<file path="src/common/cu_pkg.sv">
`default_nettype none

package cu_pkg;

	localparam int CACHELINE_SIZE_BITS = 1024;
	localparam int HALF_LINE_BITS = 512;
	localparam int VERTEX_SIZE_BITS = 128;
	localparam int VERTICES_PER_LINE = 8;
	localparam int CACHELINE_BYTES = 128;

	typedef logic [63:0] address_t;
	typedef logic [31:0] vertex_index_t;
	typedef logic [7:0] line_offset_t;
	typedef logic [7:0] shift_count_t;
	typedef logic [3:0] struct_tag_t;
	typedef logic [CACHELINE_SIZE_BITS-1:0] cacheline_t;
	typedef logic [HALF_LINE_BITS-1:0] half_line_t;
	typedef logic [63:0] degree_sum_t;

	localparam struct_tag_t VERTEX_STRUCT_ID = 4'h5;

	// id sits in the top bits, edges_offset in the low 64-bit word
	typedef struct packed {
		logic [31:0] id;
		logic [31:0] degree;
		logic [63:0] edges_offset;
	} vertex_t;

	typedef struct packed {
		logic valid;
		address_t address;
		struct_tag_t vertex_struct;
		line_offset_t cacheline_offset;
		shift_count_t shift_limit;
	} read_cmd_t;

	typedef struct packed {
		logic valid;
		read_cmd_t cmd;
		half_line_t data;
	} read_data_t;

	typedef struct packed {
		logic valid;
		struct_tag_t vertex_struct;
	} read_response_t;

	typedef enum logic [1:0] {
		IDLE,
		ISSUE,
		WAIT_LINE,
		DONE
	} fetch_state_t;

	// host writes each 64-bit word big-endian
	function automatic cacheline_t swap_endianness_line(input cacheline_t line);
		cacheline_t swapped;
		for (int w = 0; w < CACHELINE_SIZE_BITS / 64; w++) begin
			for (int b = 0; b < 8; b++) begin
				swapped[w*64 + b*8 +: 8] = line[w*64 + (7-b)*8 +: 8];
			end
		end
		return swapped;
	endfunction

	// slot 0 is the output end, so a seek drops the low slots
	function automatic cacheline_t seek_cacheline(input line_offset_t offset, input cacheline_t line);
		return line >> (int'(offset) * VERTEX_SIZE_BITS);
	endfunction

endpackage

`default_nettype wire

</file>
<file path="src/rtl/cu_vertex_drain.sv">
`timescale 1ns/1ps
`default_nettype none

module cu_vertex_drain import cu_pkg::*; (
	input logic clock,
	input logic rstn,
	input logic enabled,
	input cacheline_t cacheline,
	input logic cacheline_ready,
	input logic start,
	output logic fill,
	output vertex_t vertex_out,
	output logic vertex_valid,
	output degree_sum_t degree_sum,
	output vertex_index_t vertices_seen
);

	vertex_t head;

	// slot 0 of the line is the next vertex out
	assign head = vertex_t'(cacheline[VERTEX_SIZE_BITS-1:0]);

	// no back-pressure so every offered vertex is taken
	assign fill = cacheline_ready;

	always_ff @(posedge clock) begin
		if (fill)
			vertex_out <= head;
	end

	always_ff @(posedge clock or negedge rstn) begin
		if (!rstn) begin
			vertex_valid <= 1'b0;
			degree_sum <= '0;
			vertices_seen <= '0;
		end else if (!enabled) begin
			vertex_valid <= 1'b0;
			degree_sum <= '0;
			vertices_seen <= '0;
		end else begin
			vertex_valid <= fill;
			if (start) begin
				degree_sum <= '0;
				vertices_seen <= '0;
			end else if (fill) begin
				degree_sum <= degree_sum + degree_sum_t'(head.degree);
				vertices_seen <= vertices_seen + vertex_index_t'(1);
			end
		end
	end

endmodule

`default_nettype wire

</file>
<file path="config.mk">
export PLATFORM = sky130hd
export DESIGN_NAME = cu_vertex_drain
export DESIGN_NICKNAME = d
export VERILOG_FILES = /design/src/common/cu_pkg.sv /design/src/rtl/cu_vertex_drain.sv
export SDC_FILE = /design/constraint.sdc
export NUM_CORES = 1
export LEC_CHECK = 0
export ABC_CLOCK_PERIOD_IN_PS = 4300
export BUFFER_PORTS_ARGS = -buffer_cell sky130_fd_sc_hd__clkbuf_2
export CORE_AREA = 2 2 492 494
export DETAILED_ROUTE_END_ITERATION = 8
export DIE_AREA = 0 0 494 496
export PLACE_DENSITY = 0.32
export SYNTH_ARGS = -nofsm -noshare
export SYNTH_HDL_FRONTEND = slang
export SYNTH_SLANG_ARGS = --single-unit
</file>
<file path="constraint.sdc">
create_clock -name clock -period 4.3 [get_ports clock]
set_clock_uncertainty 0.1 [all_clocks]
set_input_delay 0.43 -clock clock [delete_from_list [all_inputs] [get_ports clock]]
set_output_delay 0.43 -clock clock [all_outputs]
set_load 0.05 [all_outputs]
</file>
==> results.ini <==
[outcome]
outcome=completed

[floorplanning]
ioPinCount=1255
rows=180
fp.coreArea_um2=239600
die_y_um=496
start_util_pct=4.243
die_area_um2=245000
die_w_um=494

[power]
p_seq_share_pct=35.9
p_leak_nw=6.626
worst_ir_drop_vdd_mv=0.2179
switching_share_pct=33.14
power_density_nw_per_um2=372.8
pwr-share-clk_pct=46.1
internal-power_w=0.004582
power_switching_w=0.002271
comb_power_share_pct=18.0

[job]
max-cap-violations=0

[sta]
tns_ns=0
whs_ns=0.03226
finalSetupViolCount=0
finalCriticalPeriod_ns=3.758
slew_violations=0
hold_viol=0
worstMarginPinSlew_ns=0.9394
post-route-worst-setup-slack_ns=0.5424
fmax_mhz=266.1
relSlewSlack_pct=37.37
rsz0062_at_grt=no
timing.final.crit_share_pct=87.39

[drt]
drt_wl_total_um=81730
drc_errors=0
first_pass_iters=5
wl_per_cell_um=17.92
via_count=9034
drt_iter0_markers=429
ant_nets=0
via_per_inst=1.980

[grt]
grt_antenna_before_repair=57
grt_first_pass_wirelength_um=100500
grt_max_degree=122
overflow=0
grt_pass1_vias=8999
grt_usage_pct=6.422

[worst_setup_path]
r2r_start=degree_sum[0]$_DFFE_PN0P_
crit_chain=dlygate4sd3_1 -> clkbuf_2 -> ha_1 -> inv_1 -> fa_1 -> and2b_1 -> o2111ai_1 -> a21o_1 -> a211oi_2 -> o211ai_2 -> and2_1 -> or4_1 -> a21oi_1
cp_slowest_cell=or4_1
worst_setup_path_end_kind=flop
crit_required_ns=4.67
reg2regPathDepth=11
cp.arrival_ns=4.13
path_delay_family=simple AND/OR/NAND/NOR gates
cp_num_buf_inv=3
crit_path_start_kind=input port
max_stage_delay_ns=0.57
cp_max_fo=12
reg2reg_to=degree_sum[42]$_DFFE_PN0P_
path_class=in -> reg
rrSetupSlack_ns=0.67

[min_path]
hold_start=cacheline[75]
hold_path_end=vertex_out[75]$_DFFE_PP_
worstHoldPathType=in -> reg
min_path_cells=1

[synthesis]
ys_warn_count=0
syn_avg_cell_area_um2=12.01
synth-xor-area-share_pct=5.168
synth_edf_count=128
synth_compound_area_share_pct=11.76
synth_area_um2=10170
synth_top_family_by_area=simple AND/OR/NAND/NOR gates
ys_types=64
ys_seq_area_share_pct=61.67
synthFlopType=edfxtp_1
muxShareOfSynthArea_pct=1.673
synthAdderAreaFrac_pct=4.257
syn_nets=1910
synthArstFlopShare_pct=43.11
synth-simple-area-share_pct=13.54
syn_inst=847
ys_ff_latch=225

[final_layout]
fin_cells=4562
area_growth_pct=80.78
final_cell_mix=clkbuf_2 (356), edfxtp_1 (128), dlygate4sd3_1 (116)
layout-drive-gt1-share_pct=32.26
nFillCells=28010
final_nets=2400
stdcell_area_um2=18380
final_common_cell=clkbuf_2

[clock_tree]
cts-htree-levels=2
clock-sinks=225
cts_tree=yes
clkTransAtPathRegs_ns=0.06
clk_latency_ns=0.57
clk_path_buf_depth=3
cts_buffers=35
root_buffer=clkbuf_16
cts_setup_buffers=0

[place]
dp_hpwl_um=69890
preCtsSetupSlack_ns=0.5502
dp.cells=4369
port_buffers=358
placed_area_um2=15950
gp_congestion=0.7395

-- what timing repair did --
item,CTS,global route
endpoints found under the hold margin,142,0
resized for setup,0,0
hold buffers,116,0
-- cell families (layout without fill, tap and decap cells) --
group / count (synthesis) / count (layout)
xor gates and xnor gates: 60 / 60
AOI/OAI and AO/OA: 187 / 187
muxes: 17 / 17
and+or+nand+nor: 275 / 275
other: 0 / 16
adders and majority gates: 34 / 34
buffers and inverters: 49 / 563
DFF: 225 / 225
-- area by class of cell --
class                           count  area [um^2]  area share, %
Antenna cell                       16        40.04         0.2178
Clock buffer                       39        930.9          5.064
Multi-Input combinational cell    573         3711          20.19
Tap cell                         3185         3985          21.68
Clock inverter                     22        301.5          1.640
Sequential cell                   225         6271          34.11
Inverter                           15        56.30         0.3063
Timing Repair Buffer              487         3087          16.79
-- per-stage QoR --
stage	utilization (%)	total power, W
2_1_floorplan	-	0.003102
3_3_place_gp	6.656	0.003680
3_5_place_dp	6.656	0.003674
4_1_cts	7.655	0.007073
5_1_grt	7.663	0.007165
6_report	7.671	0.006853
-- cells in the mapped netlist, types with 4 or more instances --
| master | instances | area (um^2) |
|---|---|---|
| nand3_1 | 27 | 135.1 |
| xor2_1 | 33 | 289.0 |
| o31ai_1 | 9 | 67.56 |
| a211oi_1 | 9 | 67.56 |
| nand4_1 | 20 | 125.1 |
| o21ai_0 | 30 | 150.1 |
| edfxtp_1 | 128 | 3844 |
| a21o_1 | 13 | 97.59 |
| a21oi_1 | 68 | 340.3 |
| a31oi_1 | 7 | 43.79 |
| and2_1 | 11 | 68.82 |
| and4_1 | 7 | 61.31 |
| or4_1 | 5 | 37.54 |
| clkbuf_1 | 21 | 78.83 |
| buf_2 | 6 | 30.03 |
| o21a_1 | 7 | 52.55 |
| a311o_1 | 4 | 40.04 |
| and3_1 | 14 | 87.58 |
| xnor2_1 | 27 | 236.5 |
| nor2b_1 | 5 | 31.28 |
| inv_1 | 14 | 52.55 |
| nand2_1 | 67 | 251.5 |
| dfrtp_1 | 97 | 2427 |
| nand3b_1 | 5 | 37.54 |
| o22ai_1 | 5 | 31.28 |
| nor2_1 | 75 | 281.5 |
| or3_1 | 15 | 93.84 |
| buf_1 | 5 | 18.77 |
| mux2i_1 | 17 | 170.2 |
| a2111oi_0 | 7 | 61.31 |
| nor3_1 | 9 | 45.04 |
| ha_1 | 33 | 412.9 |
-- power by group through the flow --
stage / registers, W / clock network (W) / logic, W
floorplan: 0.00289 / 0 / 0.000210
global placement: 0.00250 / 0 / 0.00118
detailed placement: 0.00250 / 0 / 0.00117
CTS: 0.00246 / 0.00332 / 0.00129
global route: 0.00247 / 0.00339 / 0.00131
finish: 0.00246 / 0.00316 / 0.00123
-- sequential cells by signal (all words and copies together), names as in the netlist --
| name | count |
|---|---|
| vertex_out | 128 |
| vertices_seen | 32 |
| degree_sum | 64 |
| vertex_valid | 1 |
-- layer usage --
metal | track usage [%] | wire, um | up-vias
met4 | 1.630 | 1881 | 12
met1 | 6.780 | 30090 | 4453
met5 | 0 | 70 | -
li1 | - | - | 4172
met3 | 3.043 | 8516 | 80
met2 | 11.40 | 41170 | 317
-- worst register-to-register path, delay by kind of cell (launching register included) --
family | cells | cell delay (ns)
AND/OR/NAND/NOR | 3 | 1.21
AO/OA/AOI/OAI | 5 | 1.13
adder cells (fa/ha/maj) | 2 | 0.65
flip-flops | 1 | 0.38
buffers and inverters | 1 | 0.07
-- worst max path at each step --
stage | end | depth (start not counted) | startpoint | slack, ns
2_1_floorplan | degree_sum[54]$_DFFE_PN0P_ | 12 | degree_sum[0]$_DFFE_PN0P_ | 0.94
6_report | degree_sum[42]$_DFFE_PN0P_ | 13 | cacheline[64] | 0.54
4_1_cts | degree_sum[54]$_DFFE_PN0P_ | 13 | cacheline[64] | 0.62
3_3_place_gp | degree_sum[42]$_DFFE_PN0P_ | 12 | cacheline[64] | 0.55
3_5_place_dp | degree_sum[42]$_DFFE_PN0P_ | 12 | cacheline[64] | 0.55
5_1_grt | degree_sum[42]$_DFFE_PN0P_ | 13 | cacheline[64] | 0.35
No activity file was read; power rests on OpenSTA's default activity.
