File: config.mk
export PLATFORM = sky130hd
export DESIGN_NAME = cu_vertex_fetch
export DESIGN_NICKNAME = d
export VERILOG_FILES = /design/src/common/cu_pkg.sv /design/src/rtl/cu_vertex_fetch.sv
export SDC_FILE = /design/constraint.sdc
export NUM_CORES = 1
export LEC_CHECK = 0
export ABC_CLOCK_PERIOD_IN_PS = 15300
export BUFFER_PORTS_ARGS = -buffer_cell sky130_fd_sc_hd__buf_2
export CORE_MARGIN = 3
export CORE_UTILIZATION = 63
export CTS_CLUSTER_SIZE = 28
export DETAILED_ROUTE_END_ITERATION = 8
export PLACE_DENSITY_LB_ADDON = 0.15
export SLEW_MARGIN = 20
export SYNTH_ARGS = -nofsm -noshare
export SYNTH_HDL_FRONTEND = slang
export SYNTH_SLANG_ARGS = --single-unit
export TNS_END_PERCENT = 1
File: constraint.sdc
create_clock -name clock -period 15.3 [get_ports clock]
set_input_delay 1.53 -clock clock [delete_from_list [all_inputs] [get_ports clock]]
set_output_delay 1.53 -clock clock [all_outputs]
set_load 0.01 [all_outputs]
File: src/common/cu_pkg.sv
`default_nettype none

package cu_pkg;

	localparam int CACHELINE_SIZE_BITS = 1024;
	localparam int HALF_LINE_BITS = 512;
	localparam int VERTEX_SIZE_BITS = 128;
	localparam int VERTICES_PER_LINE = 8;
	localparam int CACHELINE_BYTES = 128;

	typedef logic [63:0] address_t;
	typedef logic [31:0] vertex_index_t;
	typedef logic [7:0] line_offset_t;
	typedef logic [7:0] shift_count_t;
	typedef logic [3:0] struct_tag_t;
	typedef logic [CACHELINE_SIZE_BITS-1:0] cacheline_t;
	typedef logic [HALF_LINE_BITS-1:0] half_line_t;
	typedef logic [63:0] degree_sum_t;

	localparam struct_tag_t VERTEX_STRUCT_ID = 4'h5;

	// id sits in the top bits, edges_offset in the low 64-bit word
	typedef struct packed {
		logic [31:0] id;
		logic [31:0] degree;
		logic [63:0] edges_offset;
	} vertex_t;

	typedef struct packed {
		logic valid;
		address_t address;
		struct_tag_t vertex_struct;
		line_offset_t cacheline_offset;
		shift_count_t shift_limit;
	} read_cmd_t;

	typedef struct packed {
		logic valid;
		read_cmd_t cmd;
		half_line_t data;
	} read_data_t;

	typedef struct packed {
		logic valid;
		struct_tag_t vertex_struct;
	} read_response_t;

	typedef enum logic [1:0] {
		IDLE,
		ISSUE,
		WAIT_LINE,
		DONE
	} fetch_state_t;

	// host writes each 64-bit word big-endian
	function automatic cacheline_t swap_endianness_line(input cacheline_t line);
		cacheline_t swapped;
		for (int w = 0; w < CACHELINE_SIZE_BITS / 64; w++) begin
			for (int b = 0; b < 8; b++) begin
				swapped[w*64 + b*8 +: 8] = line[w*64 + (7-b)*8 +: 8];
			end
		end
		return swapped;
	endfunction

	// slot 0 is the output end, so a seek drops the low slots
	function automatic cacheline_t seek_cacheline(input line_offset_t offset, input cacheline_t line);
		return line >> (int'(offset) * VERTEX_SIZE_BITS);
	endfunction

endpackage

`default_nettype wire

File: src/rtl/cu_vertex_fetch.sv
`timescale 1ns/1ps
`default_nettype none

module cu_vertex_fetch import cu_pkg::*; (
	input logic clock,
	input logic rstn,
	input logic enabled,
	input logic start,
	input vertex_index_t first_vertex,
	input vertex_index_t vertex_count,
	input address_t base_address,
	input logic line_done,
	input vertex_index_t vertices_seen,
	output read_cmd_t read_cmd,
	output logic done
);

	fetch_state_t state;
	vertex_index_t next_vertex;
	vertex_index_t remaining;
	vertex_index_t total;
	address_t base;

	logic accepting;
	logic issue;
	vertex_index_t cur_vertex;
	vertex_index_t cur_remaining;
	vertex_index_t room;
	vertex_index_t take;
	address_t cur_base;
	address_t cur_address;
	line_offset_t cur_offset;

	// a new range is taken straight from the inputs, later lines from the held values
	assign accepting = (state == IDLE) || (state == DONE);
	assign cur_vertex = accepting ? first_vertex : next_vertex;
	assign cur_remaining = accepting ? vertex_count : remaining;
	assign cur_base = accepting ? base_address : base;

	assign cur_offset = line_offset_t'(cur_vertex % VERTICES_PER_LINE);
	assign room = vertex_index_t'(VERTICES_PER_LINE) - vertex_index_t'(cur_offset);
	assign take = (cur_remaining < room) ? cur_remaining : room;
	assign cur_address = cur_base
		+ address_t'(cur_vertex / VERTICES_PER_LINE) * address_t'(CACHELINE_BYTES);

	assign issue = (accepting && start && vertex_count != '0)
		|| (state == WAIT_LINE && line_done && remaining != '0);

	assign done = (state == DONE);

	always_ff @(posedge clock or negedge rstn) begin
		if (!rstn) begin
			state <= IDLE;
			read_cmd <= '0;
			next_vertex <= '0;
			remaining <= '0;
			total <= '0;
			base <= '0;
		end else if (!enabled) begin
			state <= IDLE;
			read_cmd <= '0;
			next_vertex <= '0;
			remaining <= '0;
			total <= '0;
			base <= '0;
		end else begin
			case (state)
				IDLE, DONE: begin
					if (start) begin
						total <= vertex_count;
						base <= base_address;
						remaining <= '0;
						state <= WAIT_LINE;
					end
				end
				ISSUE: begin
					read_cmd.valid <= 1'b0;
					state <= WAIT_LINE;
				end
				WAIT_LINE: begin
					if (remaining == '0 && vertices_seen == total)
						state <= DONE;
				end
				default: state <= IDLE;
			endcase

			// address, offset and limit stay put until the next line is issued
			if (issue) begin
				read_cmd <= '{valid: 1'b1, address: cur_address,
					vertex_struct: VERTEX_STRUCT_ID, cacheline_offset: cur_offset,
					shift_limit: shift_count_t'(take)};
				next_vertex <= cur_vertex + take;
				remaining <= cur_remaining - take;
				state <= ISSUE;
			end
		end
	end

	assert property (@(posedge clock) disable iff (!rstn) read_cmd.valid |-> state == ISSUE)
		else $error("read command valid outside ISSUE");

endmodule

`default_nettype wire

==> results of run 1 <==
[critical path, stage by stage (launching register included)]
cell and delay [ps]:
dfrtp_1 380, inv_1 100, ha_4 790, mux2i_1 770, nand2_1 150, xnor2_1 220
ha_1 270, o211ai_1 90, a31oi_1 90, nor3_1 360, nand2_2 140, a21oi_1 430
inv_1 90, ha_1 280, nor2b_1 120, o21ai_0 220, a21boi_0 230, nor4_1 530
and4b_1 450, nor3b_1 380, o21ai_0 240, xnor2_1 190, o21ai_0 90
[logic make-up (layout without fill, tap and decap cells)]
| family | after synthesis | in the layout | share of synthesized area [%] |
|---|---|---|---|
| muxes | 131 | 131 | 8.52 |
| buffers and inverters | 163 | 345 | 4.10 |
| adders and majority gates | 73 | 73 | 5.65 |
| other | 1 | 34 | 0.0228 |
| DFF | 239 | 239 | 36.4 |
| AOI/OAI and AO/OA | 515 | 515 | 19.2 |
| and+or+nand+nor | 708 | 708 | 20.0 |
| xor gates and xnor gates | 114 | 114 | 6.08 |
[synth_stat cells (all sizes together) (34+ instances only)]
cell type,number,share of area [%]
nand2,359,8.2
dfrtp,239,36
a21oi,211,6.4
o21ai,111,3.4
nor2,86,2.0
clkbuf,85,1.9
xnor2,82,4.4
ha,71,5.4
mux2,70,4.8
mux2i,61,3.7
nor3,54,1.6
a21o,49,2.2
nand3,47,1.4
buf,41,1.3
inv,37,0.85
nand4,34,1.3
[report_power, final]
group / internal (W) / leakage, nW / switching (W) / total [W]
combinational: 0.00115 / 5.24 / 0.00180 / 0.00295
clock: 0.000397 / 0.451 / 0.000271 / 0.000668
sequential: 0.000816 / 3.22 / 0.000130 / 0.000946
total: 0.00237 / 8.91 / 0.00220 / 0.00457
[registers in the layout, summed over array words and instances (netlist names)]
signal,flops
read_cmd,77
base,64
next_vertex,32
remaining,32
total,32
state,2
[metal layers]
layer  up-vias  share of wire [%]  track usage [%]
met5         -              0.052                0
met4         6                5.4             16.2
met3       176                7.1             4.72
met2       712                 47             56.9
met1      7519                 40             45.5
li1       7285                  -                -
[final cells by class]
cell class | instances | area [um^2]
clock buffer | 42 | 812
clock inverter | 8 | 97.6
fill | 1993 | 6700
inverter | 37 | 141
multi-input combinational | 1575 | 9920
sequential | 239 | 5980
tap | 330 | 413
timing repair buffer | 258 | 1340
[cell usage in the layout (no fill, tap or decap), types with 61 or more instances in the layout]
master / synthesis / final
o21ai_0: 99 / 99
buf_2: 16 / 242
a21oi_1: 211 / 211
xnor2_1: 82 / 82
nand2_1: 358 / 355
ha_1: 71 / 70
dfrtp_1: 239 / 239
mux2i_1: 61 / 61
nor2_1: 86 / 85
mux2_2: 70 / 70
[final timing paths]
| check | end | startpoint |
|---|---|---|
| worst max-delay path | remaining[31] | state[0] |
| worst min-delay path | read_cmd[63] | read_cmd[63] |
| worst max register to register | remaining[31] | state[0] |
| worst min register to register | read_cmd[63] | read_cmd[63] |
| max in group asynchronous | read_cmd[39] | rstn |
| min in group asynchronous | total[14] | rstn |
[through the flow]
stage / cell area, um^2 / total power, W / setup WS, ps / utilization [%]
2_1_floorplan: 16500 / 0.00313 / 9110 / -
3_3_place_gp: 17800 / 0.00375 / 8770 / 70.1
3_5_place_dp: 17800 / 0.00381 / 8610 / 70.1
4_1_cts: 18700 / 0.00450 / 8610 / 73.6
5_1_grt: 18700 / 0.00490 / 7900 / 73.6
6_report: 18700 / 0.00457 / 8500 / 73.6
==> results by group, run 1 <==
Die
  – # rows: between 50 and 60
  – Boundary Pins: 251
  – Initial Util: between 60% and 70%
  – Die width: approximately 170 um
  – Area of the die: 0.0280 mm^2
  – DIE HEIGHT: 167 um
  – Core Box Area: roughly 0.025 mm^2

Synthesis
  – Netlist Area Pre-Place: 0.0164 mm^2
  – Number of synthesized register bits: approximately 240
  – Synth Area per Inst: 8.45 um^2
  – Post-synth ARST share: 100%
  – Netlist cell types: 76
  – Post-synth EDFFs: 0
  – Ys flop type: dfrtp_1
  – Syn. warnings: 0
  – Post-synthesis cell count: 1944
  – Sequential share of the synthesized area: roughly 36%

Global routing
  – First-pass GRT wire length: roughly 80000 um
  – Tot GR Track Use: 34.5%
  – Largest net degree at the start of global routing: 124
  – Vias in the first global route: between 15000 and 20000
  – Grt total ovfl: 0
  – Initial antenna violation count: 3

Drt
  – Routed length per instance: ~20 um
  – First-pass iteration count of the detailed router: 5
  – Total number of vias: ~16000
  – Routed Antenna Nets: 0
  – DRC viols: 0
  – Via density: approximately 6.3
  – Detailed Route Iter0 Violations: roughly 1400
  – Detailed Route WL: 49800 um

STA
  – Slew @ Worst Pin: ~1100 ps
  – Final hold violations: 0
  – Crit share post-route: approximately 44%
  – Endpoints failing setup: 0
  – Normalized max-slew margin: 28.0%
  – Time the worst path needs with I/O delays and setup: ~7000 ps
  – Max-slew violations: 0
  – Maximum clock rate: roughly 150 MHz
  – TNS Setup: 0 ps
  – RSZ-0062 raised after global routing: false
  – Fin Hold WS: approximately 480 ps
  – Setup Skew: roughly 13 ps

CTS
  – Max Root-Sink Buffers: 3
  – Cts bufs inserted: 27
  – CTS tree: built
  – Setup repair bufs after CTS: 0
  – Hold-fix buffers at CTS: 0
  – CTS clk-pin slew, worst paths: around 60 ps
  – Post_cts resized: 0
  – Root Buffer: clkbuf_16
  – Clock tree sinks: around 240
  – Clock latency at the later pin of the worst-skew pair: 550 ps
  – H-tree depth: 1

Critical path
  – R2r setup slk: roughly 8500 ps
  – Worst Path Max Fanout: 68
  – Req. time, crit path: between 15000 and 20000 ps
  – Cells on worst reg2reg path: 22
  – Endpoint class of the critical path: flip-flop
  – Critical Path AT: between 7000 and 8000 ps
  – CP Class: flip-flop to flip-flop
  – Nature of the critical path startpoint: flip-flop

Placement
  – Gpl congestion: ~0.9
  – Post-DP HPWL: about 35000 um
  – I/O Buffers: ~240
  – Inst Count DP: ~2400

Status
  – Status: finished, final reports clean

Finish
  – Area delta synth->final: 13.9%
  – Post-layout nets: 2376
  – Fin cells: roughly 2500
  – Fraction of layout cells with a size suffix above 1: a little under a fifth
  – Inserted Diodes: 0

Min path
  – Hold Crit Class: flip-flop to flip-flop
  – Hold path depth: 2

Pwr
  – Leak Pwr: slightly below 9 nW
  – PwrDens: 244 mW/mm^2
  – Max VDD drop: ~0.00019 V

Job
  – Max_cap viols: 0
(Power assumes the default switching activity.)
==> run 2: changes to the inputs <==
ABC_CLOCK_PERIOD_IN_PS = 5800   (was 15300)
CORE_UTILIZATION = 53   (was 63)
clock period = 5.8 ns   (was 15.3 ns; I/O delays follow)
==> run 2 against run 1 <==
  * Clock power rose to 2.7 times the previous value
  * Flip-flop and latch count did not move
  * Via count fell by 2.6%
  * Critical path type unchanged
  * First-iteration DRC count fell by 14%
  * Wire length rose by 1.0%
  * Sequential share of layout area fell by 0.43 points
  * Count of clock-buffer cells in the layout fell by 3
==> results by group, run 2 (same netlist as run 1, synthesis figures left out) <==
Global routing
  – First-pass GRT wire length: 79400 um (was 80200 um)
  – Largest net degree at the start of global routing: 134 (was 124)
  – Tot GR Track Use: 29.1% (was 34.5%)
  – Grt total ovfl: 0 (unchanged)
  – Initial antenna violation count: 3 (unchanged)
  – Vias in the first global route: 14829 (was 15492)

Drt
  – Detailed Route Iter0 Violations: 1184 (was 1381)
  – DRC viols: 0 (unchanged)
  – Total number of vias: 15294 (was 15698)
  – First-pass iteration count of the detailed router: 5 (unchanged)
  – Met2 wire len: 23600 um (was 23400 um)
  – Metal-1 WL: 22000 um (was 20100 um)
  – Via density: 5.98 (was 6.31)
  – Met3 WL: 3140 um (was 3550 um)
  – Detailed Route WL: 50300 um (was 49800 um)
  – Routed Antenna Nets: 0 (unchanged)
  – Routed length per instance: 19.7 um (was 20.0 um)
  – Uppermost layer routed: met5 (unchanged)

Pwr
  – Sw Share: 47.6% (was 48.2%)
  – Leak Pwr: 8.98 nW (was 8.91 nW)
  – Flop pwr share: 20.4% (was 20.7%)
  – Comb power frac: 64.6% (about the same)
  – PwrDens: 642 mW/mm^2 (was 244 mW/mm^2)
  – Pint: 0.00638 W (was 0.00237 W)
  – Max VDD drop: 0.000556 V (was 0.000189 V)
  – P_sw: 0.00579 W (was 0.00220 W)
  – Clock group share of total power: 15.0% (was 14.6%)

Die
  – Initial Util: 54.5% (was 64.6%)
  – Die width: 182 um (was 167 um)
  – # rows: 63 (was 58)
  – DIE HEIGHT: 182 um (was 167 um)
  – Core Box Area: 0.0301 mm^2 (was 0.0254 mm^2)
  – Area of the die: 0.0331 mm^2 (was 0.0280 mm^2)
  – Boundary Pins: 251 (unchanged)

STA
  – Normalized max-slew margin: 34.8% (was 28.0%)
  – Maximum clock rate: 185 MHz (was 147 MHz)
  – Slew @ Worst Pin: 974 ps (was 1080 ps)
  – Crit share post-route: 93.4% (was 44.5%)
  – Max-slew violations: 0 (unchanged)
  – TNS Setup: 0 ps (unchanged)
  – Endpoints failing setup: 0 (unchanged)
  – Setup Skew: 22.2 ps (was 12.7 ps)
  – Final hold violations: 0 (unchanged)
  – RSZ-0062 raised after global routing: false (unchanged)
  – Time the worst path needs with I/O delays and setup: 5420 ps (was 6800 ps)

Critical path
  – CP Class: flip-flop to flip-flop (unchanged)
  – Worst Path Max Fanout: 14 (was 68)
  – Nature of the critical path startpoint: flip-flop (unchanged)
  – Critical Path AT: 5860 ps (was 7210 ps)
  – Req. time, crit path: 6240 ps (was 15710 ps)
  – Endpoint class of the critical path: flip-flop (unchanged)

Placement
  – Gpl congestion: 0.912 (was 0.919)
  – Dpl cell area: 0.0180 mm^2 (was 0.0178 mm^2)
  – Post-DP HPWL: 35600 um (was 34500 um)
  – I/O Buffers: 243 (unchanged)

CTS
  – Hold-fix buffers at CTS: 0 (unchanged)
  – Cts bufs inserted: 28 (was 27)
  – CTS tree: built (unchanged)
  – Max Root-Sink Buffers: 3 (unchanged)
  – Root Buffer: clkbuf_16 (unchanged)
  – Clock tree sinks: 239 (unchanged)
  – CTS clk-pin slew, worst paths: 60 ps (about the same)
  – H-tree depth: 1 (unchanged)
  – Clock latency at the later pin of the worst-skew pair: 560 ps (was 550 ps)

Finish
  – Total area of sequential cells: 0.00598 mm^2 (unchanged)
  – Top reg by flops: read_cmd (unchanged)
  – Fraction of layout cells with a size suffix above 1: 18.9% (was 18.0%)
  – Post-layout nets: 2385 (was 2376)
  – Largest regs: read_cmd: 77 flops, base: 64 flops (unchanged)
  – Inserted Diodes: 0 (unchanged)
  – Commonest cells after routing, fill and taps aside: 355 x nand2_1, 242 x buf_2, 239 x dfrtp_1, 209 x a21oi_1, 99 x o21ai_0 (was 355 x nand2_1, 242 x buf_2, 239 x dfrtp_1, 211 x a21oi_1, 99 x o21ai_0)
  – Non-Filler Cell Area, Final: 0.0190 mm^2 (was 0.0187 mm^2)
  – Commonest non-fill, non-tap cell in the layout: nand2_1 (unchanged)
  – Largest register FFs: 77 (unchanged)
  – Filler Cell Count: 2691 (was 1993)
  – Area delta synth->final: 15.5% (was 13.9%)
  – Area of the multi-input gates: 0.00997 mm^2 (was 0.00992 mm^2)

Min path
  – Hold Crit Class: input port to async pin (was flip-flop to flip-flop)

Job
  – Max_cap viols: 0 (unchanged)

Status
  – Status: finished, final reports clean (unchanged)
run 2: layer usage:
metal  vias up  track usage, %
met5         -               0
met4         6            8.23
met3        91            3.85
met2       547            48.8
met1      7343            39.8
li1       7307               -
run 2: layout make-up:
class,count,area share [%]
timing repair buffer,266,7.60
clock buffer,39,4.23
inverter,37,0.746
clock inverter,11,0.746
multi-input combinational,1575,52.6
sequential,239,31.5
tap,390,2.57
run 2: final timing paths:
path | slack [ps] | cells past startpoint | to | from
setup / recovery | 380 | 22 | next_vertex[31] | state[0]
hold / removal | 90 | 1 | total[15] | rstn
max in group asynchronous | 4440 | 2 | read_cmd[35] | rstn
setup reg to reg | 380 | 22 | next_vertex[31] | state[0]
hold reg to reg | 480 | 2 | read_cmd[53] | read_cmd[53]
min in group clock | 260 | 3 | base[62] | base_address[62]
run 2: timing repair:
| action | in CTS | in global routing |
|---|---|---|
| endpoints found under the setup margin | 0 | 9 |
| setup buffers | 0 | 1 |
| gates resized for setup | 0 | 5 |
run 2: power by group through the flow:
stage	Combinational, W	Sequential (W)	Clock [W]
global route	0.00865	0.00254	0.00191
detailed placement	0.00766	0.00250	0
global placement	0.00759	0.00248	0
finish	0.00786	0.00248	0.00183
floorplan	0.00579	0.00251	0
CTS	0.00771	0.00248	0.00185
run 2: per-stage QoR:
stage / worst slack, ps / instances / power (W) / util [%] / hold WS, ps
final: 383 / 2557 / 0.0122 / 63.0 / 87.7
after global routing: 9.10 / 2557 / 0.0131 / 63.0 / 162
after CTS: 230 / 2556 / 0.0120 / 62.9 / 119
after detailed placement: 253 / 2506 / 0.0102 / 59.7 / 468
after global placement: 411 / 2506 / 0.0101 / 59.7 / 464
after floorplan: 11.6 / 1977 / 0.00830 / - / 284
run 2: critical path: stages (launching register included):
cell	delay, ps
dfrtp_1	370
inv_1	90
ha_4	440
mux2i_1	220
buf_4	180
nand2_1	80
xnor2_1	190
ha_1	260
o211ai_1	80
a31oi_1	90
or3_1	480
nor2_4	200
o21ai_0	160
ha_1	260
a21o_1	180
a21o_1	170
a21o_1	230
a221oi_2	330
o21a_1	200
o21ai_0	190
a22o_1	320
o211a_1	240
a2111oi_2	320
==> run 3: changes to the inputs <==
ABC_AREA = 1   (was not set)
==> run 3 against run 2 <==
  * Wire length increased by 6.8%
  * Die area increased by 0.89%
  * Sequential share of layout area decreased by 0.18 points
  * Global-route usage increased by 2.1 points
  * Final area increased by 0.58%
  * Utilization decreased by 0.79 points
  * Clock power increased by 7%
  * Critical path depth increased by 6
  * Maximum frequency increased by 7.1%
  * Highest routed layer unchanged
==> results by group, run 3 <==
Status
  – Status: finished, final reports clean (unchanged)

STA
  – Maximum clock rate: 198 MHz (was 185 MHz)
  – Setup Skew: 18.7 ps (was 22.2 ps)
  – Crit share post-route: 87.2% (was 93.4%)
  – RSZ-0062 raised after global routing: false (unchanged)
  – Final worst-path setup slack: 742 ps (was 383 ps)
  – Slew @ Worst Pin: 985 ps (was 974 ps)
  – Normalized max-slew margin: 34.3% (was 34.8%)
  – Max-slew violations: 0 (unchanged)
  – TNS Setup: 0 ps (unchanged)
  – Time the worst path needs with I/O delays and setup: 5060 ps (was 5420 ps)
  – Endpoints failing setup: 0 (unchanged)
  – Final hold violations: 0 (unchanged)

Synthesis
  – Sequential share of the synthesized area: 36.1% (was 36.4%)
  – Yosys top cell by area: dfrtp_1 (unchanged)
  – Number of synthesized register bits: 239 (unchanged)
  – Post-synth ARST share: 100% (unchanged)
  – Netlist Area Pre-Place: 0.0166 mm^2 (was 0.0164 mm^2)
  – Post-synth EDFFs: 0 (unchanged)
  – Top cells by count, synth: 558 x nand2_1, 311 x inv_1, 277 x o21ai_0, 239 x dfrtp_1, 167 x nor2_1 (was 358 x nand2_1, 239 x dfrtp_1, 211 x a21oi_1, 99 x o21ai_0, 86 x nor2_1)
  – Synth top area share: 36.1% (was 36.4%)
  – Syn. warnings: 0 (unchanged)
  – Synth Area per Inst: 7.05 um^2 (was 8.45 um^2)
  – Ys flop type: dfrtp_1 (unchanged)
  – Top-count cell post-synth: nand2_1 (unchanged)
  – Netlist cell types: 61 (was 76)
  – Post-synthesis cell count: 2350 (was 1944)
  – Main area contributors after synthesis: dfrtp_1 36%, nand2_1 13%, o21ai_0 8.4% (was dfrtp_1 36%, nand2_1 8.2%, a21oi_1 6.4%)

Drt
  – Total number of vias: 16745 (was 15294)
  – Detailed Route WL: 53700 um (was 50300 um)
  – Via density: 5.60 (was 5.98)
  – Detailed Route Iter0 Violations: 1307 (was 1184)
  – Routed Antenna Nets: 0 (unchanged)
  – Routed length per instance: 18.0 um (was 19.7 um)
  – First-pass iteration count of the detailed router: 8 (was 5)
  – DRC viols: 0 (unchanged)

Critical path
  – Critical Path Start: state[0] (unchanged)
  – Endpoint class of the critical path: flip-flop (unchanged)
  – R2r setup slk: 740 ps (was 380 ps)
  – CP Class: flip-flop to flip-flop (unchanged)
  – Cells on worst reg2reg path: 28 (was 22)
  – Reg2reg end: remaining[30] (was next_vertex[31])
  – Slowest cell on crit path: o21ai_0 (was or3_1)
  – Worst Path Max Fanout: 37 (was 14)
  – Worst r2r src: state[0] (unchanged)
  – Crit path top cell by count: nand2_1 (was a21o_1)
  – Nature of the critical path startpoint: flip-flop (unchanged)
  – Critical Path AT: 5540 ps (was 5860 ps)
  – Req. time, crit path: 6280 ps (was 6240 ps)
  – CP max stage delay: 510 ps (was 480 ps)

Finish
  – Area of the multi-input gates: 0.00903 mm^2 (was 0.00997 mm^2)
  – Post-layout nets: 2812 (was 2385)
  – Inserted Diodes: 0 (unchanged)
  – Commonest cells after routing, fill and taps aside: 556 x nand2_1, 311 x inv_1, 277 x o21ai_0, 241 x buf_2, 239 x dfrtp_1 (was 355 x nand2_1, 242 x buf_2, 239 x dfrtp_1, 209 x a21oi_1, 99 x o21ai_0)
  – Non-Filler Cell Area, Final: 0.0191 mm^2 (was 0.0190 mm^2)
  – Largest register FFs: 77 (unchanged)
  – Commonest non-fill, non-tap cell in the layout: nand2_1 (unchanged)
  – Area delta synth->final: 15.1% (was 15.5%)
  – Layout Utilization: 62.2% (was 63.0%)
  – Total area of sequential cells: 0.00598 mm^2 (unchanged)
  – Largest regs: read_cmd: 77 flops, base: 64 flops (unchanged)
  – Top reg by flops: read_cmd (unchanged)
  – Filler Cell Count: 2886 (was 2691)
  – Fraction of layout cells with a size suffix above 1: 14.9% (was 18.9%)

Global routing
  – First-pass GRT wire length: 84800 um (was 79400 um)
  – Grt total ovfl: 0 (unchanged)
  – Largest net degree at the start of global routing: 123 (was 134)
  – Grt met3 use: 3.49% (was 3.85%)
  – Initial antenna violation count: 2 (was 3)
  – GR peak layer: met2 (unchanged)
  – Vias in the first global route: 15907 (was 14829)
  – Grt met1 use: 42.6% (was 39.8%)
  – Global Route met2 Usage: 51.2% (was 48.8%)
  – Tot GR Track Use: 31.3% (was 29.1%)

CTS
  – Clock latency at the later pin of the worst-skew pair: 570 ps (was 560 ps)
  – Cts bufs inserted: 28 (unchanged)
  – CTS tree: built (unchanged)
  – Post_cts resized: 0 (unchanged)
  – H-tree depth: 1 (unchanged)
  – Clock tree sinks: 239 (unchanged)
  – Hold-fix buffers at CTS: 0 (unchanged)
  – Root Buffer: clkbuf_16 (unchanged)
  – CTS clk-pin slew, worst paths: 60 ps (about the same)
  – Setup repair bufs after CTS: 0 (unchanged)
  – Max Root-Sink Buffers: 3 (unchanged)

Min path
  – Hold Crit Class: input port to async pin (unchanged)

Placement
  – Dpl cell area: 0.0181 mm^2 (was 0.0180 mm^2)
  – I/O Buffers: 243 (unchanged)
  – Worst slack, placed: 776 ps (was 253 ps)
  – Post-DP HPWL: 39600 um (was 35600 um)
  – Gpl congestion: 0.938 (was 0.912)

Die
  – Initial Util: 54.0% (was 54.5%)
  – # rows: 64 (was 63)
  – DIE HEIGHT: 183 um (was 182 um)
  – Area of the die: 0.0334 mm^2 (was 0.0331 mm^2)
  – Boundary Pins: 251 (unchanged)
  – Die width: 183 um (was 182 um)
  – Core Box Area: 0.0307 mm^2 (was 0.0301 mm^2)

Pwr
  – Max VDD drop: 0.000400 V (was 0.000556 V)
  – PwrDens: 652 mW/mm^2 (was 642 mW/mm^2)
  – Total Power: 0.0124 W (was 0.0122 W)
  – Leak Pwr: 9.88 nW (was 8.98 nW)

Job
  – Max_cap viols: 0 (unchanged)
[run 3: cell types whose count changed in the layout (fill, tap and decap cells not counted), sizes merged, moves of 70 or more]
| cell | previous run | this run |
|---|---|---|
| a21oi | 211 | 123 |
| inv | 37 | 318 |
| mux2 | 70 | 0 |
| nand2 | 359 | 596 |
| nand3 | 47 | 169 |
| nor2 | 86 | 175 |
| o21ai | 111 | 314 |
[run 3: critical path: cells and delay by family, from the launching register on]
kind / cells / cell delay, ps
flip-flops: 1 / 370
buffers and inverters: 7 / 1040
AO/OA/AOI/OAI: 7 / 1210
adder cells (fa/ha/maj): 3 / 1050
AND/OR/NAND/NOR: 11 / 1260
[run 3: layout make-up]
cell class	instances	share of cell area, %
Sequential cell	239	31.4
Timing Repair Buffer	257	7.06
Tap cell	396	2.60
Clock buffer	36	3.99
Clock inverter	15	1.36
Inverter	318	6.29
Multi-Input combinational cell	1730	47.3
[run 3: routing by layer]
metal / vias to the layer above / wire length [um]
met3: 117 / 3510
met4: 4 / 2450
met5: - / 30
met2: 650 / 24500
li1: 8143 / -
met1: 7831 / 23200
[run 3: where the power goes]
| group | total, W | internal, W | switching, W |
|---|---|---|---|
| Clock | 0.00195 | 0.00120 | 0.000754 |
| Sequential | 0.00251 | 0.00220 | 0.000307 |
| Combinational | 0.00797 | 0.00249 | 0.00548 |
| Total | 0.0124 | 0.00588 | 0.00654 |
[run 3: cell families (layout without fill, tap and decap cells)]
group                    count (synthesis)  in the layout  synth area share [%]
AO/OA/AOI/OAI                          535            535                  17.8
XOR/XNOR                                49             49                  2.59
adder cells (fa/ha/maj)                 73             73                  5.60
buffers and inverters                  414            626                  10.3
flip-flops                             239            239                  36.1
multiplexers                             7              7                 0.423
other                                    1             34                0.0226
AND/OR/NAND/NOR                       1032           1032                  27.2
[run 3: stage by stage]
step / hold slack, ps / cells
after floorplan: 284 / 2383
after global placement: 458 / 2940
after detailed placement: 462 / 2940
after CTS: 144 / 2991
after global routing: 170 / 2991
final: 111 / 2991
[run 3: worst max-delay path by stage]
stage / to / slack, ps / cells after the start
3_5_place_dp: remaining[30] / 780 / 28
4_1_cts: remaining[27] / 750 / 27
5_1_grt: remaining[30] / 200 / 28
2_1_floorplan: remaining[30] / 910 / 36
3_3_place_gp: remaining[30] / 930 / 28
6_report: remaining[30] / 740 / 28
